--- config.mk ---
export PLATFORM = sky130hd
export DESIGN_NAME = gcn_adjacency
export DESIGN_NICKNAME = d
export VERILOG_FILES = /design/src/gcn_data_pkg.sv /design/src/gcn_ctrl_pkg.sv /design/src/gcn_adjacency.sv
export VERILOG_INCLUDE_DIRS = /design/src
export SDC_FILE = /design/constraint.sdc
export NUM_CORES = 1
export LEC_CHECK = 0
export BUFFER_PORTS_ARGS = -buffer_cell sky130_fd_sc_hd__buf_2
export CORE_MARGIN = 2
export CORE_UTILIZATION = 35
export DETAILED_ROUTE_END_ITERATION = 8
export GPL_ROUTABILITY_DRIVEN = 0
export PLACE_DENSITY = 0.63
export SLEW_MARGIN = 20
export SYNTH_ARGS = -nofsm -noshare
export SYNTH_HDL_FRONTEND = slang
export SYNTH_SLANG_ARGS = --single-unit
--- constraint.sdc ---
create_clock -name clk -period 8.1 [get_ports clk]
set_input_delay 1.62 -clock clk [delete_from_list [all_inputs] [get_ports clk]]
set_output_delay 1.62 -clock clk [all_outputs]
set_load 0.02 [all_outputs]
--- src/gcn_defs.svh ---
`ifndef GCN_DEFS_SVH
`define GCN_DEFS_SVH

// graph size
`define GCN_NODES   6
`define GCN_EDGES   6

// features per node, consumed two at a time so keep it even
`define GCN_FEATS   8

// output classes per node
`define GCN_CLASSES 3

// data widths
`define GCN_FEAT_W  5
`define GCN_WGT_W   5

// neighbour sum of six features needs 3 extra bits
`define GCN_AGG_W   8

// class score accumulator
`define GCN_ACC_W   16

`endif
--- src/gcn_data_pkg.sv ---
`include "gcn_defs.svh"

package gcn_data_pkg;

    //////////////////////////////////////////////////
    // inputs
    //////////////////////////////////////////////////

    typedef logic [`GCN_FEAT_W-1:0] feat_t;
    typedef logic [`GCN_WGT_W-1:0]  wgt_t;

    // bit k set means node k+1 is a neighbour
    typedef logic [`GCN_NODES-1:0]  adj_row_t;

    //////////////////////////////////////////////////
    // datapath
    //////////////////////////////////////////////////

    // neighbour sum of one feature column
    typedef logic [`GCN_AGG_W-1:0] agg_t;

    // aggregate times one weight
    typedef logic [`GCN_AGG_W+`GCN_WGT_W-1:0] prod_t;

    // per node, per class running score
    typedef logic [`GCN_ACC_W-1:0] score_t;

    //////////////////////////////////////////////////
    // result
    //////////////////////////////////////////////////

    typedef logic [1:0] class_idx_t;

endpackage

--- src/gcn_ctrl_pkg.sv ---
`include "gcn_defs.svh"

package gcn_ctrl_pkg;

    // engine phases
    typedef enum logic [2:0] {
        st_idle,
        st_adj,
        st_load,
        st_drain,
        st_rank
    } gcn_state_t;

    // edge endpoint, 1..6 with 0 for an unused edge
    typedef logic [2:0] node_num_t;

    // accepted feature pairs in one run
    typedef logic [$clog2(`GCN_FEATS/2 + 1)-1:0] pair_cnt_t;

endpackage

--- src/gcn_adjacency.sv ---
`include "gcn_defs.svh"

module gcn_adjacency (
    input  logic                     clk,
    input  logic                     rst_n,
    input  logic                     adj_start,
    input  gcn_ctrl_pkg::node_num_t  edge_src [`GCN_EDGES],
    input  gcn_ctrl_pkg::node_num_t  edge_dst [`GCN_EDGES],
    output gcn_data_pkg::adj_row_t   adj_rows [`GCN_NODES],
    output logic                     adj_done
);

    gcn_ctrl_pkg::node_num_t src_q [`GCN_EDGES];
    gcn_ctrl_pkg::node_num_t dst_q [`GCN_EDGES];
    logic [2:0]              edge_cnt;
    logic                    busy;
    gcn_data_pkg::adj_row_t  src_oh;
    gcn_data_pkg::adj_row_t  dst_oh;

    // node number to row bit, zero for an unused endpoint
    function automatic gcn_data_pkg::adj_row_t node_onehot(input gcn_ctrl_pkg::node_num_t n);
        node_onehot = '0;
        if (n != '0 && n <= `GCN_NODES)
            node_onehot[n - 3'd1] = 1'b1;
    endfunction

    // edge list is sampled together with the start strobe
    always_ff @(posedge clk) begin
        if (adj_start) begin
            src_q <= edge_src;
            dst_q <= edge_dst;
        end
    end

    // an edge with either end unused adds nothing
    always_comb begin
        src_oh = node_onehot(src_q[edge_cnt]);
        dst_oh = node_onehot(dst_q[edge_cnt]);
        if (src_oh == '0 || dst_oh == '0) begin
            src_oh = '0;
            dst_oh = '0;
        end
    end

    always_ff @(posedge clk or negedge rst_n) begin
        if (!rst_n) begin
            busy     <= 1'b0;
            edge_cnt <= '0;
            for (int r = 0; r < `GCN_NODES; r++)
                adj_rows[r] <= '0;
        end else if (adj_start) begin
            busy     <= 1'b1;
            edge_cnt <= '0;
            for (int r = 0; r < `GCN_NODES; r++)
                adj_rows[r] <= '0;
        end else if (busy) begin
            // symmetric update, a self edge lands on the diagonal
            for (int r = 0; r < `GCN_NODES; r++)
                adj_rows[r] <= adj_rows[r] | (src_oh[r] ? dst_oh : '0) | (dst_oh[r] ? src_oh : '0);
            if (edge_cnt == `GCN_EDGES - 1)
                busy <= 1'b0;
            else
                edge_cnt <= edge_cnt + 3'd1;
        end
    end

    // high while the last edge is being applied
    assign adj_done = busy && (edge_cnt == `GCN_EDGES - 1);

endmodule

## Word-level counts from Yosys, hierarchy flattened

Cells that the tools add are included.

- Bits in registers: 76
- Input bits: 39

- $add $sub $neg: 3
- Bitwise logic cells: 13
- Equal/unequal tests: 2
- Multiplexer cells: 34
- Order comparisons: 7
- Reduce and logical (&&, ||, !) cells: 12

Operators by type and width:

| cell | number |
|---|---|
| 6-bit 2-to-1 mux | 16 |
| 36-bit 2-to-1 mux | 2 |
| 6-bit OR | 12 |
| 3-bit 2-to-1 mux | 7 |
| 3-bit binary-select mux with 3-bit select | 2 |
| 6-bit logical NOT | 2 |
| 3-bit by 4-bit < comparator with 1-bit output (second input constant) | 2 |
| 1-bit demux with 3-bit select | 2 |
| 3-bit by 1-bit >= comparator with 1-bit output (second input constant) | 2 |
| 3-bit <= comparator (second input constant) | 2 |
| 3-bit nonzero test | 2 |
| 3-bit by 1-bit subtractor with 3-bit output (second input constant) | 2 |
| 1-bit logical AND | 5 |
| 1-bit 2-to-1 mux | 5 |
| 4-bit >= comparator (second input constant) | 1 |
| 3-bit inverter with 4-bit output | 1 |
| 3-bit by 1-bit adder with 3-bit output (second input constant) | 1 |
| 3-bit == test (second input constant) | 1 |
| 2-bit != test (second input constant) | 1 |
| 2-bit AND reduction | 1 |
| 2-bit nonzero test | 1 |
| 1-bit logical OR | 1 |

## Depth between registers and ports, before layout

Gate-level depths: netlist of the first run.

- Word-level depth: 18
- Depth in mapped cells: 13
- Mapped depth without buffers: 11

## Least setup slack after synthesis of the first run

Ideal clock, no wire load.

- Path type: register to register
- Start: register edge_cnt[0]
- End: register adj_rows[18] (netlist name)
- Period minus slack after synthesis: 3.035 ns
- Arrival: 2.934 ns
- Required time: 7.999 ns
- Setup time: 0.101 ns
- Setup slack: 5.065 ns
- Stages on the path, launching flop included: 13
- Cell sequence: dfrtp_1 -> buf_6 -> buf_6 -> mux2i_1 -> nor2_1 -> nor2_1 -> ha_1 -> ha_1 -> or3b_2 -> nor3_1 -> and2_1 -> nor2_1 -> o32ai_1

- Word-level cells in the longest chain between the ends: 18
- Elaborated cells on any way between the ends: 38
- Classes of those cells: add/sub: 2; order compare: 6; mux: 18; bitwise: 3; reduce/logical: 9

RTL lines:

| what | line | text |
|---|---|---|
| from (decl) | gcn_adjacency.sv:15 | `logic [2:0] edge_cnt;` |
| from (signal assigned) | gcn_adjacency.sv:63 | `edge_cnt <= edge_cnt + 3'd1;` |
| 3-bit inverter with 4-bit output (not written as such) (*) | gcn_adjacency.sv:37, gcn_adjacency.sv:38 |  |
| 3-bit binary-select mux with 3-bit select, on equally long branches | gcn_adjacency.sv:37, gcn_adjacency.sv:38 |  |
| 3-bit 2-to-1 mux, on equally long branches (2 in series) | gcn_adjacency.sv:37, gcn_adjacency.sv:38 |  |
| 3-bit by 1-bit subtractor with 3-bit output | gcn_adjacency.sv:24 | `node_onehot[n - 3'd1] = 1'b1;` |
| 3-bit by 4-bit < comparator with 1-bit output (not written as such) or 3-bit by 1-bit >= comparator with 1-bit output (tied branches) | gcn_adjacency.sv:24 |  |
| 1-bit logical AND (not written as such) | gcn_adjacency.sv:24 |  |
| 1-bit 2-to-1 mux (not written as such) | gcn_adjacency.sv:24 |  |
| 1-bit demux with 3-bit select | gcn_adjacency.sv:24 |  |
| 6-bit 2-to-1 mux | gcn_adjacency.sv:23 | `` if (n != '0 && n <= `GCN_NODES) `` |
| 6-bit logical NOT | gcn_adjacency.sv:39 | `if (src_oh == '0 \|\| dst_oh == '0) begin` |
| 1-bit logical OR | gcn_adjacency.sv:39 |  |
| 6-bit 2-to-1 mux | gcn_adjacency.sv:39 |  |
| 6-bit 2-to-1 mux | gcn_adjacency.sv:59 | `adj_rows[r] <= adj_rows[r] \| (src_oh[r] ? dst_oh : '0) \| (dst_oh[r] ? src_oh : '0);` |
| 6-bit OR | gcn_adjacency.sv:59 |  |
| 6-bit OR (*) | gcn_adjacency.sv:59 |  |
| 36-bit 2-to-1 mux (*) | gcn_adjacency.sv:56 | `end else if (busy) begin` |
| 36-bit 2-to-1 mux (*) | gcn_adjacency.sv:51 | `end else if (adj_start) begin` |
| to (signal, indexed assignment) | gcn_adjacency.sv:59 |  |
| to (decl) | gcn_adjacency.sv:9 | `` output gcn_data_pkg::adj_row_t adj_rows [`GCN_NODES], `` |

Mark *: on every way between the ends. The rest lies on a longest branch, timed or not. The select of a mux whose other input is x is not followed.
A chain may end at the register's enable or synchronous reset.

## Worst setup path after layout of the first run

- Start: register edge_cnt[1]
- End: register adj_rows[18] (netlist name)

The elaborated chain is that of the path after synthesis.

==> impl_metrics.py, run 1 <==
metrics = {
    "critical_path": {
        "reg2reg_slack_ns": 4.36,
        "worstPathArrival_ns": 3.99,
        "critPathMaxFanout": 15,
        "startpoint": "edge_cnt[1]",
        "reg2reg_to": "adj_rows[18]",
        "cp-endpoint": "adj_rows[18]",
        "startpoint_type": "register",
        "crit_required_ns": 8.36,
        "rr_worst_depth": 10,
        "end_kind": "register",
        "path_class": "register to register",
        "regToRegStartpoint": "edge_cnt[1]",
    },
    "synthesis": {
        "yosysSeqAreaShare_pct": 60.1,
        "synth_area_leader_cell": "edfxtp_1",
        "synth_warnings": 0,
        "synth_edf_count": 36,
        "avgSynthCellArea_um2": 12.5,
        "synthTopCellsByArea": "edfxtp_1, dfrtp_1, o32ai_1, inv_1, ha_1",
        "yosysTopAreaCellShare_pct": 31.2,
        "synth_cells": 278,
        "synth-main-ff-cell": "dfrtp_1",
        "netlist_area_um2": 3460,
        "synth_nets": 325,
        "ys_ff_latch": 76,
        "yosysUniqueCellTypes": 51,
        "synthArstFlopShare_pct": 52.6,
    },
    "placement": {
        "numPortBuffers": 75,
        "dp_slack_ns": 4.40,
        "hpwl_um": 5120,
    },
    "clock_network": {
        "clk_latency_ns": 0.36,
        "root_buffer": "clkbuf_8",
        "postCtsHoldBufs": 0,
        "cts_sinks": 76,
        "postCtsSetupBuffers": 0,
        "path_clk_slew_ns": 0.08,
        "htree_levels": 3,
        "tritoncts": "yes",
        "cts_buffers": 9,
        "ctsLongestPathBuffers": 2,
        "ctsResizeCount": 0,
    },
    "sta": {
        "slew_viol_final": 0,
        "fin_setup_tns_ns": 0,
        "setup_slack_ns": 4.36,
        "finalSetupViolations": 0,
        "max_freq_mhz": 268,
        "hold_viol_final": 0,
        "worst_hold_slack_ns": 0.513,
        "fin_crit_ns": 3.74,
        "fin_crit_sh_pct": 46.1,
        "relSlewSlack_pct": 39.1,
        "finClkSkew_ns": 0.00608,
        "worst_pin_slew_ns": 0.913,
        "rsz0062_at_grt": "no",
    },
    "hold_path": {
        "hold_path.startpoint": "adj_rows[4]",
        "hp-class": "register to register",
    },
    "die": {
        "row_count": 36,
        "die_w_um": 103,
        "core_um2": 9680,
        "initial_core_util_pct": 35.8,
        "io_pins": 76,
        "die_area_um2": 10700,
        "die_h_um": 103,
    },
    "route": {
        "drtAntennaViolNets": 0,
        "vias_per_cell": 4.95,
        "wl_per_cell_um": 15.0,
        "vias": 2426,
        "drt_iter0_drc": 132,
        "drc_errors": 0,
        "routed_wl_um": 7350,
        "firstDrtPassIters": 4,
    },
    "cells_and_area": {
        "nets": 399,
        "drive_gt1_share_pct": 30.0,
        "multi_input_area_um2": 1140,
        "diodes": 0,
        "regArea_um2": 2080,
        "syn2layout_area_growth_pct": 20.5,
        "fillCellCount": 917,
    },
    "power": {
        "powerDensity_nw_per_um2": 266,
        "irDropWorstVdd_mv": 0.116,
        "p_leak_uw": 0.00177,
        "total_power_uw": 1110,
    },
    "job": {
        "cap_violations": 0,
    },
    "global_route": {
        "grt_pass1_vias": 2389,
        "grt-ovfl-total": 0,
        "grt_pass1_wl_um": 12000,
        "antenna_found_initial": 0,
        "grt_start_max_net_pins": 79,
        "grt_usage_pct": 15.0,
    },
    "status": {
        "status": "finished clean",
    },
}
## worst min-delay path by stage
stage                        end  depth (start not counted)  slack, ns
finish               adj_rows[4]                          2       0.51
global route        adj_rows[23]                          2       0.54
CTS                  adj_rows[4]                          2       0.52
detailed placement   adj_rows[4]                          2       0.51
global placement    adj_rows[22]                          2       0.51
floorplan            edge_cnt[2]                          2       0.57
## critical path, cell delays in order (launching register included)
cell and delay (ns):
dfrtp_1 0.62, nand2b_1 0.40, nor2_1 0.45, nor2_1 0.18, ha_1 0.23, ha_1 0.36
or3b_2 0.50, nor3_1 0.29, and2_1 0.24, nor2_1 0.12, o32ai_1 0.24
## flip-flops by register name (all words and copies together), names as in the netlist
signal and cells:
adj_rows 36, src_q 18, busy 1, edge_cnt 3, dst_q 18
## cell usage in the layout, fill, tap and decap left out, types with 3 or more instances in the layout
master and instances:
a22oi_1 7, a21oi_1 4, inv_1 41, o32ai_1 22, mux2i_1 10, edfxtp_1 36, mux2_2 4, and2_1 5
o22ai_1 10, clkbuf_8 9, nand2_1 8, nor3_1 9, buf_2 75, nor2b_1 3, bufinv_16 3, nor2_1 17
and3_1 4, dfrtp_1 40, ha_1 8
## stage by stage
step	area [um^2]	cells	util, %
6_report	4170	490	43.1
5_1_grt	4170	490	43.1
2_1_floorplan	3460	278	-
4_1_cts	4170	490	43.1
3_5_place_dp	3930	474	40.5
3_3_place_gp	3930	474	40.5
## cells by family (layout without fill, tap and decap cells)
group | Yosys count | count (layout) | share of synthesized area, %
simple gates | 58 | 58 | 8.89
mux | 16 | 16 | 5.49
buf+inv | 54 | 133 | 6.94
flops | 76 | 76 | 60.1
xor+xnor | 1 | 1 | 0.253
fa+ha+maj | 8 | 8 | 2.89
compound gates | 65 | 65 | 15.4
## layout make-up
type | instances | share of cell area, %
clock buffers | 9 | 2.97
well taps | 133 | 3.99
flip-flops and latches | 76 | 49.9
multi-input cells | 148 | 27.3
inverters | 41 | 3.69
repair buffers | 76 | 9.18
clock inverters | 7 | 2.94
## report_power, final
part           switching (uW)  total [uW]  internal [uW]
Combinational             186         289            102
Sequential               25.0         464            439
Clock                     149         355            207
## routing by layer
metal / part of all wire, % / wire (um) / vias to the layer above / global-route usage, %
met2: 48 / 3500 / 82 / 22.3
met5: 0 / 0 / - / 0
li1: - / - / 1180 / -
met3: 5.7 / 418 / 11 / 5.11
met4: 1.5 / 108 / 0 / 5.06
met1: 45 / 3320 / 1153 / 20.5
## synthesized netlist by cell type (all sizes together) (3+ instances only)
cell / instances
o22ai: 10
clkbuf: 6
o32ai: 24
mux2: 4
buf: 7
o21ai: 3
a22oi: 7
and3: 4
inv: 41
mux2i: 10
ha: 8
a211oi: 3
a21oi: 4
nand2: 9
and2: 5
edfxtp: 36
nor3: 9
nor2: 17
nor2b: 3
dfrtp: 40
(Power assumes the default switching activity.)
==> run 2: changes to the inputs <==
clock period = 3.75 ns   (was 8.1 ns; I/O delays follow)
==> run 2 against run 1 <==
Count of clock-buffer cells in the layout up 2. Sequential share of layout area up 0.27 points. Critical path type unchanged. Global-route usage up 0.58 points. Total power up 110%. Non-clock buffer count up 2. First-iteration DRC count down 20%. Setup slack worse by 3.9 ns. Register-to-register slack worse by 3.9 ns. Hold slack worse by 0.0010 ns. Final area down 0.48%. Cell count up 0.41%. Core utilization down 0.21 points.
==> impl_metrics.py, run 2 (synthesized netlist as in run 1, its figures left out) <==
metrics = {
    "cells_and_area": {
        "syn2layout_area_growth_pct": 19.9,
        "largest_register_ffs": 36,
        "final_cell_mix": "buf_2, inv_1, dfrtp_1, edfxtp_1, o32ai_1",
        "fillCellCount": 923,
        "nets": 401,
        "final_cell_count_no_fill": 492,
        "reg_top3": "adj_rows x36, dst_q x18, src_q x18",
        "layout_commonest_cell": "buf_2",
        "regMostFlops": "adj_rows",
        "diodes": 0,
        "final_util_pct": 42.9,
        "drive_gt1_share_pct": 30.1,
    },
    "route": {
        "drc_errors": 0,
        "drtAntennaViolNets": 0,
        "wl_per_cell_um": 15.2,
        "vias": 2431,
        "routed_wl_um": 7480,
        "firstDrtPassIters": 4,
        "vias_per_cell": 4.94,
        "drt_iter0_drc": 105,
    },
    "die": {
        "die_h_um": 103,
        "core_um2": 9680,
        "die_w_um": 103,
        "row_count": 36,
        "io_pins": 76,
        "initial_core_util_pct": 35.8,
        "die_area_um2": 10700,
    },
    "critical_path": {
        "worst-path-buf-inv": 1,
        "reg2reg_to": "adj_rows[32]",
        "end_kind": "register",
        "startpoint_type": "register",
        "worstPathArrival_ns": 3.57,
        "cp_top_family": "simple AND/OR/NAND/NOR gates",
        "max_stage_delay_ns": 0.49,
        "cp-endpoint": "adj_rows[32]",
        "crit_slowest_cell": "or3b_2",
        "reg2reg_slack_ns": 0.42,
        "startpoint": "edge_cnt[1]",
        "rr_worst_depth": 11,
        "path_cells": "buf_4, mux2i_1, o2bb2ai_2, nor2_1, ha_1, ha_1, or3b_2, nor3_1, and2_1, nor2_1, o32ai_1",
        "path_class": "register to register",
        "crit_required_ns": 3.99,
        "critPathMaxFanout": 14,
        "regToRegStartpoint": "edge_cnt[1]",
        "path_depth": 11,
    },
    "job": {
        "cap_violations": 0,
    },
    "hold_path": {
        "hp-class": "register to register",
    },
    "power": {
        "p_comb_share_pct": 28.2,
        "total_power_uw": 2290,
        "p_switching_uw": 742,
        "powerDensity_nw_per_um2": 551,
        "power_frac_seq_pct": 43.2,
        "p_clk_share_pct": 28.6,
        "p_sw_share_pct": 32.4,
        "irDropWorstVdd_mv": 0.295,
        "intPower_uw": 1550,
        "p_leak_uw": 0.00176,
    },
    "clock_network": {
        "root_buffer": "clkbuf_8",
        "tritoncts": "yes",
        "htree_levels": 3,
        "cts_buffers": 9,
        "cts_sinks": 76,
        "path_clk_slew_ns": 0.07,
        "postCtsHoldBufs": 0,
        "ctsLongestPathBuffers": 2,
        "postCtsSetupBuffers": 0,
        "ctsResizeCount": 0,
        "clk_latency_ns": 0.35,
    },
    "sta": {
        "rsz0062_at_grt": "no",
        "setup_slack_ns": 0.421,
        "fin_setup_tns_ns": 0,
        "worst_pin_slew_ns": 0.895,
        "relSlewSlack_pct": 40.4,
        "finalSetupViolations": 0,
        "hold_viol_final": 0,
        "finClkSkew_ns": 0.00804,
        "fin_crit_ns": 3.33,
        "fin_crit_sh_pct": 88.8,
        "max_freq_mhz": 300,
        "slew_viol_final": 0,
    },
    "status": {
        "status": "finished clean",
    },
    "global_route": {
        "grt-ovfl-total": 0,
        "antenna_found_initial": 0,
        "grt_start_max_net_pins": 61,
        "grt_pass1_vias": 2495,
        "grt_usage_pct": 15.5,
        "grt_pass1_wl_um": 12500,
    },
    "placement": {
        "placed_cells": 476,
        "numPortBuffers": 75,
        "hpwl_um": 5330,
        "dp_slack_ns": 0.298,
    },
}
run 2: metrics by stage:
| stage | hold slack, ns | area, um^2 |
|---|---|---|
| 6_report | 0.512 | 4150 |
| 5_1_grt | 0.543 | 4150 |
| 4_1_cts | 0.517 | 4150 |
| 3_5_place_dp | 0.505 | 3940 |
| 3_3_place_gp | 0.504 | 3940 |
| 2_1_floorplan | 0.454 | 3460 |
run 2: cell type report:
class                   count  area (um^2)  area share (%)
inverters                  41          154            3.71
clock buffers              11          131            3.16
multi-input cells         148         1140            27.5
clock inverters             5         76.3            1.84
repair buffers             78          398            9.58
well taps                 133          166            4.01
flip-flops and latches     76         2080            50.2
run 2: power groups by stage:
stage	clock [uW]	sequential, uW	combinational [uW]
final	656	989	645
after global routing	720	999	724
after CTS	679	990	647
after detailed placement	0	1010	643
after global placement	0	1000	631
after floorplan	0	1040	442
run 2: worst register-to-register path, stage by stage (launching register included):
cell and delay [ns]:
dfrtp_1 0.39, buf_4 0.21, mux2i_1 0.17, o2bb2ai_2 0.35, nor2_1 0.16, ha_1 0.24
ha_1 0.36, or3b_2 0.49, nor3_1 0.28, and2_1 0.22, nor2_1 0.10, o32ai_1 0.24
run 2: how the worst min path moves through the flow:
stage	from	end	slack [ns]	depth (start not counted)
after floorplan	rst_n	adj_rows[0]	0.45	0
after global placement	adj_rows[4]	adj_rows[4]	0.50	2
after detailed placement	adj_rows[11]	adj_rows[11]	0.51	2
after CTS	adj_rows[11]	adj_rows[11]	0.52	2
after global routing	edge_dst[5]	dst_q[5]	0.54	1
final	adj_rows[11]	adj_rows[11]	0.51	2
run 2: routing by layer:
metal  track usage, %  part of all wire [%]  up-vias  wire length (um)
li1                 -                     -     1184                 -
met1             21.5                    46     1156              3430
met2             23.1                    47       82              3490
met3             4.30                   6.1        9               460
met4             6.38                   1.3        0                99
met5                0                     0        -                 0
