--- src/gcn_defs.svh ---
`ifndef GCN_DEFS_SVH
`define GCN_DEFS_SVH

// graph size
`define GCN_NODES   6
`define GCN_EDGES   6

// features per node, consumed two at a time so keep it even
`define GCN_FEATS   8

// output classes per node
`define GCN_CLASSES 3

// data widths
`define GCN_FEAT_W  5
`define GCN_WGT_W   5

// neighbour sum of six features needs 3 extra bits
`define GCN_AGG_W   8

// class score accumulator
`define GCN_ACC_W   16

`endif
--- src/gcn_ctrl_pkg.sv ---
`include "gcn_defs.svh"

package gcn_ctrl_pkg;

    // engine phases
    typedef enum logic [2:0] {
        st_idle,
        st_adj,
        st_load,
        st_drain,
        st_rank
    } gcn_state_t;

    // edge endpoint, 1..6 with 0 for an unused edge
    typedef logic [2:0] node_num_t;

    // accepted feature pairs in one run
    typedef logic [$clog2(`GCN_FEATS/2 + 1)-1:0] pair_cnt_t;

endpackage

--- src/gcn_ctrl.sv ---
`include "gcn_defs.svh"

module gcn_ctrl (
    input  logic clk,
    input  logic rst_n,
    input  logic start,
    input  logic feat_valid,
    input  logic adj_done,
    input  logic done,
    output logic adj_start,
    output logic feat_ready,
    output logic accept,
    output logic rank_start
);

    gcn_ctrl_pkg::gcn_state_t state;
    gcn_ctrl_pkg::gcn_state_t next_state;
    gcn_ctrl_pkg::pair_cnt_t  pair_cnt;
    logic [1:0]               drain_cnt;
    logic                     last_pair;
    logic                     drain_end;

    //////////////////////////////////////////////////
    // handshake and strobes
    //////////////////////////////////////////////////

    // start counts only in idle, edges are taken the same cycle
    assign adj_start  = (state == gcn_ctrl_pkg::st_idle) && start;
    assign feat_ready = (state == gcn_ctrl_pkg::st_load);
    // strobes outside load are dropped
    assign accept     = feat_valid && feat_ready;
    assign last_pair  = accept && (pair_cnt == `GCN_FEATS/2 - 1);

    // four cycles cover lane and transform latency
    assign drain_end  = (state == gcn_ctrl_pkg::st_drain) && (drain_cnt == 2'd3);
    assign rank_start = drain_end;

    //////////////////////////////////////////////////
    // phase FSM
    //////////////////////////////////////////////////
    always_comb begin
        next_state = state;
        case (state)
            gcn_ctrl_pkg::st_idle: begin
                if (start)
                    next_state = gcn_ctrl_pkg::st_adj;
            end
            gcn_ctrl_pkg::st_adj: begin
                if (adj_done)
                    next_state = gcn_ctrl_pkg::st_load;
            end
            gcn_ctrl_pkg::st_load: begin
                if (last_pair)
                    next_state = gcn_ctrl_pkg::st_drain;
            end
            gcn_ctrl_pkg::st_drain: begin
                if (drain_end)
                    next_state = gcn_ctrl_pkg::st_rank;
            end
            gcn_ctrl_pkg::st_rank: begin
                if (done)
                    next_state = gcn_ctrl_pkg::st_idle;
            end
            default: begin
                next_state = gcn_ctrl_pkg::st_idle;
            end
        endcase
    end

    always_ff @(posedge clk or negedge rst_n) begin
        if (!rst_n)
            state <= gcn_ctrl_pkg::st_idle;
        else
            state <= next_state;
    end

    // pair and drain counters
    always_ff @(posedge clk or negedge rst_n) begin
        if (!rst_n) begin
            pair_cnt  <= '0;
            drain_cnt <= '0;
        end else begin
            if (adj_start)
                pair_cnt <= '0;
            else if (accept)
                pair_cnt <= pair_cnt + 1'b1;

            if (state == gcn_ctrl_pkg::st_drain)
                drain_cnt <= drain_cnt + 2'd1;
            else
                drain_cnt <= '0;
        end
    end

endmodule

--- config.mk ---
export PLATFORM = sky130hd
export DESIGN_NAME = gcn_ctrl
export DESIGN_NICKNAME = d
export VERILOG_FILES = /design/src/gcn_ctrl_pkg.sv /design/src/gcn_ctrl.sv
export VERILOG_INCLUDE_DIRS = /design/src
export SDC_FILE = /design/constraint.sdc
export NUM_CORES = 1
export LEC_CHECK = 0
export BUFFER_PORTS_ARGS = -buffer_cell sky130_fd_sc_hd__buf_2
export CAP_MARGIN = 20
export CORE_AREA = 2 2 39 41
export CTS_BUF_LIST = sky130_fd_sc_hd__clkbuf_4
export CTS_CLUSTER_SIZE = 25
export DETAILED_ROUTE_END_ITERATION = 7
export DIE_AREA = 0 0 41 43
export SYNTH_ARGS = -nofsm -noshare
export SYNTH_HDL_FRONTEND = slang
export SYNTH_SLANG_ARGS = --single-unit
--- constraint.sdc ---
create_clock -name clk -period 1.6 [get_ports clk]
set_clock_uncertainty 0.15 [all_clocks]
set_input_delay 0 -clock clk [delete_from_list [all_inputs] [get_ports clk]]
set_output_delay 0 -clock clk [all_outputs]
set_load 0.005 [all_outputs]
## Word-level counts from Yosys, hierarchy flattened

Cells that the tools add are included.

- Register bits after elaboration: 8
- Latch bits: 0
- Bits in writable memories: 0
- Bits in read-only memories: 0
- Input port bits: 6
- Logic and storage cells: 32
- Memories: 0

- $add $sub $neg: 2
- $mul: 0
- Div/mod/pow operators: 0
- Order comparisons: 0
- Equal/unequal tests: 11
- Shift-type cells: 0
- Mux-type cells: 9
- Bitwise gates (word level): 0
- Reduce and logical (&&, ||, !) cells: 7

Operator list:

| cell | count |
|---|---|
| two-way mux 3 bit | 7 |
| one-hot mux 3 bit (5 select lines) | 1 |
| == test 3 x 2 -> 1 bit (second input constant) | 3 |
| inequality test 2 bit (second input constant) | 4 |
| AND reduction 5 bit | 1 |
| logical AND 1 bit | 4 |
| adder 3 x 1 -> 3 bit (second input constant) | 1 |
| == test 3 x 1 -> 1 bit (second input constant) | 1 |
| == test 3 bit (second input constant) | 1 |
| zero test 3 bit | 1 |
| adder 2 x 1 -> 2 bit (second input constant) | 1 |
| == test 2 bit (second input constant) | 1 |
| two-way mux 2 bit | 1 |
| inequality test 2 x 1 -> 1 bit (second input constant) | 1 |
| nonzero test 2 bit | 1 |

## Logic depth before layout (Yosys ltp)

Gate-level depths: netlist of run 1.

- Word-level depth: 5
- Gate-level depth with buffers: 5

## Worst setup path after synthesis of run 1

No wires, ideal clock.

- Path kind: flip-flop to flip-flop
- Start: reg pair_cnt[0]
- End: reg state[0]
- Library setup time: 72 ps
- Data arrival time: 1184 ps
- Required time: 1378 ps
- Path slack: 194 ps
- Stages on the path, launching flop included: 6
- Path buffers: 0
- Cells stage by stage: dfrtp_1 ha_1 ha_1 nand2_1 mux4_2 nor2_1

- Longest elaborated chain between the ends: 4

Ends and longest elaborated chain:

| item | line | RTL |
|---|---|---|
| start, declared | gcn_ctrl.sv:18 | `gcn_ctrl_pkg::pair_cnt_t pair_cnt;` |
| start signal, assigned | gcn_ctrl.sv:86 | `pair_cnt <= pair_cnt + 1'b1;` |
| == test 3 x 2 -> 1 bit | gcn_ctrl.sv:32 | `` assign last_pair = accept && (pair_cnt == `GCN_FEATS/2 - 1); `` |
| logical AND 1 bit | gcn_ctrl.sv:32 |  |
| inequality test 2 x 1 -> 1 bit (no line) | -- |  |
| AND reduction 5 bit (no line) | -- |  |
| end signal, assigned | gcn_ctrl.sv:72 | `state <= gcn_ctrl_pkg::st_idle;` |
| end signal, assigned | gcn_ctrl.sv:74 | `state <= next_state;` |
| end, declared | gcn_ctrl.sv:16 | `gcn_ctrl_pkg::gcn_state_t state;` |

No other way between the ends.
A chain may end at the register's enable or synchronous reset.

## Final worst setup path of run 1

- Start: reg state[1]
- End: out rank_start

- Longest elaborated chain between the ends: 2

Ends and longest elaborated chain:

| item | line | RTL |
|---|---|---|
| == test 3 x 2 -> 1 bit | gcn_ctrl.sv:35 | `assign drain_end = (state == gcn_ctrl_pkg::st_drain) && (drain_cnt == 2'd3);` |
| logical AND 1 bit | gcn_ctrl.sv:35 |  |
| end, declared | gcn_ctrl.sv:13 | `output logic rank_start` |

No other way between the ends.

==> results.sh, run 1 <==
export IMPL_initial_core_util_pct=32.7
export IMPL_synth_net_count=52
export IMPL_antenna_found_initial=0
export IMPL_area_delta_synth_final_pct=22.9
export IMPL_synth_area_sq_um=453
export IMPL_power_density_nw_per_um2=1630
export IMPL_critPathSlowestCell="dfrtp_1"
export IMPL_cp_startpoint="state[1]"
export IMPL_worstPathCellList="nand2_1 > nor3b_1 > buf_2"
export IMPL_grt_overflow_total=0
export IMPL_slowest_delay_ps=520
export IMPL_cts_resized=0
export IMPL_ys_warn_count=0
export IMPL_die_area_sq_um=1760
export IMPL_setup_viol=0
export IMPL_grt_pass1_vias=308
export IMPL_ir_drop_uv=512
export IMPL_avgSynthCellArea_sq_um=10.5
export IMPL_cts_sinks=8
export IMPL_synth_cell_types=22
export IMPL_core_area_sq_um=1380
export IMPL_pin_count=10
export IMPL_hold_path_class="primary input to register"
export IMPL_cts_made_buffers=3
export IMPL_required_ps=1450
export IMPL_grt_pass1_wl_mm=1.25
export IMPL_grt_max_degree=13
export IMPL_maxCapViolations=0
export IMPL_crit_fanout=12
export IMPL_instances_no_fill=72
export IMPL_final_common_cell="buf_2"
export IMPL_end_kind="output pin"
export IMPL_hold_viol=0
export IMPL_ys_seq_elements=8
export IMPL_r2r_slack_ps=140
export IMPL_dr_pass1_iters=2
export IMPL_nNetsFinal=67
export IMPL_r2r_start="pair_cnt[0]"
export IMPL_tightest_slew_ps=415
export IMPL_final_max_slew_viol_count=0
export IMPL_dp_cells=66
export IMPL_drive_gt1_share_pct=30.4
export IMPL_start_kind="register"
export IMPL_first_iter_violations=2
export IMPL_relSlewSlack_pct=72.0
export IMPL_diodes=0
export IMPL_die_x_um=41
export IMPL_place_congestion=0.607
export IMPL_fin_crit_sh_pct=91.2
export IMPL_endpoint="rank_start"
export IMPL_fin_setup_tns_ps=0
export IMPL_max_clock_freq_ghz=0.685
export IMPL_wl_per_cell_um=11.0
export IMPL_num_vias=363
export IMPL_via_per_inst=5.04
export IMPL_cellLeakagePower_nw=0.285
export IMPL_ant_nets=0
export IMPL_most_common_layout_cells="9 x buf_2, 8 x dfrtp_1, 4 x inv_1"
export IMPL_reg2reg_to="state[0]"
export IMPL_drc=0
export IMPL_yosysSeqAreaShare_pct=44.2
export IMPL_dieHeight_um=43
export IMPL_drt_wl_total_um=792
export IMPL_hpwl_um=630
export IMPL_clock_latency_ps=250
export IMPL_num_rows=14
export IMPL_synth_cells=43
export IMPL_path_clk_slew_ps=50
export IMPL_cts_root_buf="clkbuf_4"
export IMPL_htree_num_levels=1
export IMPL_cts_buffer_depth=2
export IMPL_critPathArrivalTime_ps=1310
export IMPL_critPathKind="register to output pin"
export IMPL_rsz0062_at_grt="false"
export IMPL_period_needed_ps=1460
export IMPL_io_buffers=9
export IMPL_reg2reg_depth=5
export IMPL_cts_tree="built"
export IMPL_outcome="finished clean"
export IMPL_grt_usage_pct=11.7
==> state kept, by name, summed over array words and instances (netlist names) <==
signal / flops
state: 3
pair_cnt: 3
drain_cnt: 2
==> metal layers <==
layer	wire (um)	global-route usage [%]
met5	0	0
met4	14	10.0
met3	42	6.28
met2	372	15.3
met1	362	13.0
==> report_power, final <==
| group | switching, W | internal [W] | total (W) |
|---|---|---|---|
| Clock | 0.0000617 | 0.0000854 | 0.000147 |
| Combinational | 0.000156 | 0.000215 | 0.000372 |
| Sequential | 0.0000987 | 0.000289 | 0.000388 |
==> through the flow <==
step                area [sq um]  util (%)  worst slack [ps]  total power [W]  hold WS [ps]
floorplan                    453         -               194         0.000692          -446
global placement             504      36.4               161         0.000754          -294
detailed placement           504      36.4               136         0.000767          -293
CTS                          557      40.2              90.6         0.000927          9.88
global route                 557      40.2              13.1          0.00101          13.9
finish                       557      40.2               140         0.000907          14.0
==> area by class of cell <==
cell class | count | area [sq um]
fillers | 152 | 827
clock buffers | 3 | 22.5
inverters | 4 | 15.0
well taps | 16 | 20.0
repair buffers | 13 | 82.6
multi-input cells | 28 | 216
flip-flops and latches | 8 | 200
==> critical path: cells and delay by family (launching register included) <==
| family | cells | cell delay (ps) |
|---|---|---|
| buffers and inverters | 1 | 150 |
| and+or+nand+nor | 2 | 390 |
| DFF | 1 | 520 |
==> synthesized netlist by cell type <==
cell type	n	area, sq um
buf_6	1	11.3
o21ai_0	1	5.00
ha_1	3	37.5
and3b_2	1	10.0
mux4_2	1	22.5
nand2_1	3	11.3
a22o_1	3	26.3
and2_1	1	6.26
buf_2	2	10.0
a21oi_1	1	5.00
o22ai_1	2	12.5
or2_2	1	6.26
dfrtp_1	8	200
and3_1	1	6.26
nor4b_1	1	8.76
or3b_4	1	11.3
mux2i_1	1	10.0
inv_1	4	15.0
nor3_1	1	5.00
nor3b_1	2	15.0
nor4_1	1	6.26
nor2_1	3	11.3
==> what timing repair did <==
item,in CTS,in global routing
setup endpoints to repair,0,0
setup buffers,0,0
hold buffers,3,0
endpoints found under the hold margin,10,0
==> kinds of logic after synthesis <==
kind of cell,synth area share [%]
simple gates,21.5
flops,44.2
compound gates,10.8
buf+inv,8.01
fa+ha+maj,8.29
mux,7.18
==> worst min path at each step <==
| stage | start | cells after the start | slack, ps | endpoint |
|---|---|---|---|---|
| finish | done | 3 | 10 | state[2] |
| global placement | rst_n | 1 | -290 | state[0] |
| CTS | done | 3 | 10 | state[2] |
| global route | done | 3 | 10 | state[2] |
| floorplan | rst_n | 0 | -450 | drain_cnt[0] |
| detailed placement | rst_n | 1 | -290 | state[1] |
Note: power is estimated with default switching activity, not from simulation.
==> run 2, diff against run 1 <==
--- a/config.mk
+++ b/config.mk
@@ -13,6 +13,7 @@
 export CTS_CLUSTER_SIZE = 25
 export DETAILED_ROUTE_END_ITERATION = 7
 export DIE_AREA = 0 0 41 43
+export REMOVE_ABC_BUFFERS = 1
 export SYNTH_ARGS = -nofsm -noshare
 export SYNTH_HDL_FRONTEND = slang
 export SYNTH_SLANG_ARGS = --single-unit
==> run 2 against run 1 <==
First-iteration DRC count rose to 2.5 times the previous value. Non-clock buffer count is 1 lower. Sequential power up 2%. Setup slack worse by 19 ps. Largest cell class unchanged. Maximum frequency decreased by 1.3%. Sequential share of layout area grew 0.64 points. Combinational power shrank 3%. Register-to-register slack is essentially flat. Cell count shrank 1.4%. Utilization shrank 0.45 points.
==> results.sh, run 2 (synthesis results as in run 1) <==
export IMPL_required_ps=1450
export IMPL_end_kind="output pin"
export IMPL_diodes=0
export IMPL_rsz0062_at_grt="false"
export IMPL_grt_pass1_wl_mm=1.35
export IMPL_r2r_start="pair_cnt[0]"
export IMPL_io_buffers=9
export IMPL_cts_setup_buffers=0
export IMPL_maxCapViolations=0
export IMPL_fin_setup_tns_ps=0
export IMPL_final_common_cell="buf_2"
export IMPL_final_max_slew_viol_count=0
export IMPL_fin_crit_sh_pct=92.4
export IMPL_wl_per_cell_um=11.7
export IMPL_critPathArrivalTime_ps=1330
export IMPL_critPathKind="register to output pin"
export IMPL_largestRegisters="pair_cnt x3, state x3, drain_cnt x2"
export IMPL_n_fill_cell=136
export IMPL_start_kind="register"
export IMPL_via_per_inst=4.89
export IMPL_cts_made_buffers=3
export IMPL_ant_nets=0
export IMPL_pin_count=10
export IMPL_combPwrFrac_pct=39.2
export IMPL_outcome="finished clean"
export IMPL_cts_tree="built"
export IMPL_hpwl_um=615
export IMPL_drive_gt1_share_pct=30.9
export IMPL_nNetsFinal=66
export IMPL_grt_overflow_total=0
export IMPL_die_area_sq_um=1760
export IMPL_hold_viol=0
export IMPL_setup_viol=0
export IMPL_grt_usage_pct=11.8
export IMPL_cts_sinks=8
export IMPL_relSlewSlack_pct=75.8
export IMPL_tightest_slew_ps=360
export IMPL_most_common_layout_cells="9 x buf_2, 7 x dfrtp_1, 4 x inv_1"
export IMPL_grt_max_degree=13
export IMPL_die_x_um=41
export IMPL_cts_root_buf="clkbuf_4"
export IMPL_ir_drop_uv=483
export IMPL_p_sw_w=0.000329
export IMPL_hold_path_class="primary input to register"
export IMPL_hold_start="done"
export IMPL_clock_latency_ps=260
export IMPL_seqPwrFrac_pct=43.2
export IMPL_place_congestion=0.742
export IMPL_num_vias=347
export IMPL_drc=0
export IMPL_num_rows=14
export IMPL_grt_pass1_vias=330
export IMPL_cp_startpoint="state[0]"
export IMPL_area_delta_synth_final_pct=21.5
export IMPL_drt_wl_total_um=829
export IMPL_power_density_nw_per_um2=1670
export IMPL_dr_pass1_iters=4
export IMPL_period_needed_ps=1480
export IMPL_cellLeakagePower_nw=0.279
export IMPL_max_clock_freq_ghz=0.677
export IMPL_crit_fanout=8
export IMPL_first_iter_violations=5
export IMPL_path_clk_slew_ps=60
export IMPL_cts_buffer_depth=2
export IMPL_antenna_found_initial=0
export IMPL_htree_num_levels=1
export IMPL_swShare_pct=35.8
export IMPL_p_clk_share_pct=17.6
export IMPL_hold_slack_ps=6.45
export IMPL_initial_core_util_pct=32.7
export IMPL_core_area_sq_um=1380
export IMPL_internal_power_w=0.000590
export IMPL_dieHeight_um=43
## run 2: worst paths after layout
path,to,slack (ps),cells past startpoint
setup reg to reg,state[0],130,5
min in group asynchronous,state[0],550,3
hold / removal,state[2],6,3
max in group asynchronous,state[1],470,3
setup / recovery,rank_start,120,3
hold reg to reg,drain_cnt[0],280,1
## run 2: power groups by stage
stage / sequential (W) / clock (W) / combinational [W]
after global routing: 0.000414 / 0.000177 / 0.000415
after global placement: 0.000395 / 0 / 0.000353
after detailed placement: 0.000398 / 0 / 0.000361
final: 0.000397 / 0.000162 / 0.000360
after floorplan: 0.000370 / 0 / 0.000282
after CTS: 0.000395 / 0.000166 / 0.000367
## run 2: final cells by class
type | count | area [sq um] | area share, %
Clock buffer | 3 | 22.5 | 4.09
Timing Repair Buffer | 12 | 75.1 | 13.6
Inverter | 4 | 15.0 | 2.73
Multi-Input combinational cell | 28 | 216 | 39.3
Sequential cell | 8 | 201 | 36.6
Tap cell | 16 | 20.0 | 3.64
## run 2: critical path, cell delays in order, from the launching register on
cell and delay, ps:
dfrtp_1 500, nand2_1 140, nor3b_1 270, buf_2 160
## run 2: metal layers
layer | share of wire, % | track usage (%)
met4 | 2.3 | 10.0
met2 | 43 | 16.9
met1 | 47 | 13.9
met5 | 0 | 0
met3 | 7.4 | 2.62
## run 2: per-stage QoR
step | total power (W) | utilization (%) | instances | setup WS, ps | instance area (sq um)
final | 0.000919 | 39.8 | 71 | 122 | 551
after global routing | 0.00101 | 39.8 | 71 | 14.6 | 551
after CTS | 0.000928 | 39.7 | 71 | 47.1 | 549
after detailed placement | 0.000759 | 35.9 | 65 | 143 | 497
after global placement | 0.000748 | 35.9 | 65 | 176 | 497
after floorplan | 0.000652 | - | 40 | 194 | 432
## run 2: timing repair
action                                  in CTS  in global routing
hold buffers                                 3                  0
resized for setup                            0                  1
hold endpoints to repair                    10                  0
endpoints found under the setup margin       0                  1
==> run 3, diff against run 2 <==
--- a/config.mk
+++ b/config.mk
@@ -8,11 +8,15 @@
 export LEC_CHECK = 0
 export BUFFER_PORTS_ARGS = -buffer_cell sky130_fd_sc_hd__buf_2
 export CAP_MARGIN = 20
+export CELL_PAD_IN_SITES_DETAIL_PLACEMENT = 0
+export CELL_PAD_IN_SITES_GLOBAL_PLACEMENT = 1
 export CORE_AREA = 2 2 39 41
 export CTS_BUF_LIST = sky130_fd_sc_hd__clkbuf_4
 export CTS_CLUSTER_SIZE = 25
 export DETAILED_ROUTE_END_ITERATION = 7
 export DIE_AREA = 0 0 41 43
+export HOLD_SLACK_MARGIN = 0.12
+export PLACE_DENSITY_LB_ADDON = 0.1
 export REMOVE_ABC_BUFFERS = 1
 export SYNTH_ARGS = -nofsm -noshare
 export SYNTH_HDL_FRONTEND = slang
==> run 3 against run 2 <==
Via count grew 7.8%. Largest power group unchanged. Critical endpoint is now state[0]. Critical path depth grew 2. Maximum frequency shrank 0.82%. Sequential share of layout area shrank 2.2 points. Power grew 1.5%. Worst hold slack gained 290 ps. Cell count grew 5.6%.
==> results.sh, run 3 (synthesis results as in run 1) <==
export IMPL_outcome="finished clean"
export IMPL_cts_sinks=8
export IMPL_r2r_start="pair_cnt[0]"
export IMPL_path_depth=5
export IMPL_area_delta_synth_final_pct=30.1
export IMPL_route_met2_wl_um=508
export IMPL_path_clk_slew_ps=50
export IMPL_num_vias=374
export IMPL_drt_wl_total_um=990
export IMPL_io_buffers=9
export IMPL_pin_count=10
export IMPL_met3_length_um=34
export IMPL_first_iter_violations=5
export IMPL_slowest_delay_ps=440
export IMPL_required_ps=1630
export IMPL_htree_num_levels=1
export IMPL_final_max_slew_viol_count=0
export IMPL_cts_root_buf="clkbuf_4"
export IMPL_tightest_slew_ps=397
export IMPL_critical_path_top_cell_by_count="ha_1"
export IMPL_dieHeight_um=43
export IMPL_ant_nets=0
export IMPL_top_layer="met3"
export IMPL_cellLeakagePower_nw=0.296
export IMPL_grt_pass1_wl_mm=1.66
export IMPL_critPathSlowestCell="mux4_2"
export IMPL_rsz0062_at_grt="false"
export IMPL_hold_path_class="register to register"
export IMPL_hpwl_um=708
export IMPL_cp_top_family="multiplexers"
export IMPL_r2r_slack_ps=110
export IMPL_cts_setup_buffers=0
export IMPL_grt_max_degree=13
export IMPL_setup_viol=0
export IMPL_fin_crit_sh_pct=93.2
export IMPL_end_kind="register"
export IMPL_cts_made_buffers=3
export IMPL_crit_fanout=3
export IMPL_dr_pass1_iters=3
export IMPL_reg2reg_to="state[0]"
export IMPL_hold_slack_ps=299
export IMPL_critPathKind="register to register"
export IMPL_initial_core_util_pct=32.7
export IMPL_grt_pass1_vias=419
export IMPL_cts_tree="built"
export IMPL_power_density_nw_per_um2=1580
export IMPL_hold_start="drain_cnt[0]"
export IMPL_min_path_cells=1
export IMPL_ir_drop_uv=485
export IMPL_core_area_sq_um=1380
export IMPL_fin_setup_tns_ps=0
export IMPL_drc=0
export IMPL_wl_per_cell_um=13.2
export IMPL_cts_buffer_depth=2
export IMPL_start_kind="register"
export IMPL_hold_path_end="drain_cnt[0]"
export IMPL_postPlaceCellArea_sq_um=504
export IMPL_wl_met1_um=446
export IMPL_antenna_found_initial=0
export IMPL_place_congestion=0.695
export IMPL_via_per_inst=4.99
export IMPL_drive_gt1_share_pct=32.2
export IMPL_die_area_sq_um=1760
export IMPL_clock_latency_ps=250
export IMPL_reg2reg_depth=5
export IMPL_crit_buf_inv=0
export IMPL_worstPathCellList="ha_1 > ha_1 > nand2_1 > mux4_2 > nor2_1"
export IMPL_diodes=0
export IMPL_die_x_um=41
export IMPL_num_rows=14
export IMPL_largestRegisters="pair_cnt x3, state x3, drain_cnt x2"
export IMPL_max_clock_freq_ghz=0.671
export IMPL_nNetsFinal=70
export IMPL_most_common_layout_cells="9 x buf_2, 6 x dfrtp_1, 6 x dlygate4sd3_1, 4 x inv_1"
export IMPL_period_needed_ps=1490
export IMPL_final_area_sq_um=589
export IMPL_grt_usage_pct=14.4
export IMPL_hold_viol=0
export IMPL_critPathArrivalTime_ps=1520
export IMPL_relSlewSlack_pct=73.4
export IMPL_final_common_cell="buf_2"
export IMPL_grt_overflow_total=0
export IMPL_maxCapViolations=0
[run 3: cell count changes in the layout (fill, tap and decap cells not counted), sizes merged]
cell | before | now
buf | 9 | 10
dlygate4sd3 | 3 | 6
[run 3: stage by stage]
step	setup WS (ps)	power, W	util [%]	instances
6_report	110	0.000933	42.6	75
3_3_place_gp	160	0.000748	36.4	66
3_5_place_dp	127	0.000771	36.4	66
2_1_floorplan	194	0.000652	-	40
5_1_grt	34.4	0.00104	42.6	75
4_1_cts	67.3	0.000941	42.4	75
[run 3: what timing repair did]
action	4_1_cts	5_1_grt
hold buffers	6	0
gates resized for setup	0	2
endpoints found under the setup margin	0	1
endpoints found under the hold margin	14	0
[run 3: final cells by class]
class / count / area (sq um)
fillers: 147 / 795
multi-input cells: 28 / 216
flip-flops and latches: 8 / 203
repair buffers: 16 / 113
clock buffers: 3 / 22.5
well taps: 16 / 20.0
inverters: 4 / 15.0
[run 3: power breakdown]
part           internal [W]  switching, W  total [W]
Clock             0.0000857     0.0000657   0.000151
Combinational      0.000220      0.000158   0.000379
Sequential         0.000295      0.000108   0.000403
[run 3: how the worst max path moves through the flow]
stage	endpoint	from	slack, ps
after CTS	rank_start	state[1]	70
after global routing	state[0]	pair_cnt[0]	30
after floorplan	state[0]	pair_cnt[0]	190
after global placement	state[0]	pair_cnt[0]	160
final	state[0]	pair_cnt[0]	110
after detailed placement	state[0]	pair_cnt[0]	130
[run 3: per-layer routing]
layer  vias to the layer above  GRT usage [%]
met2                         5           22.2
met5                         -              0
met4                         0           6.00
met3                         0           4.71
met1                       185           17.5
li1                        184              -
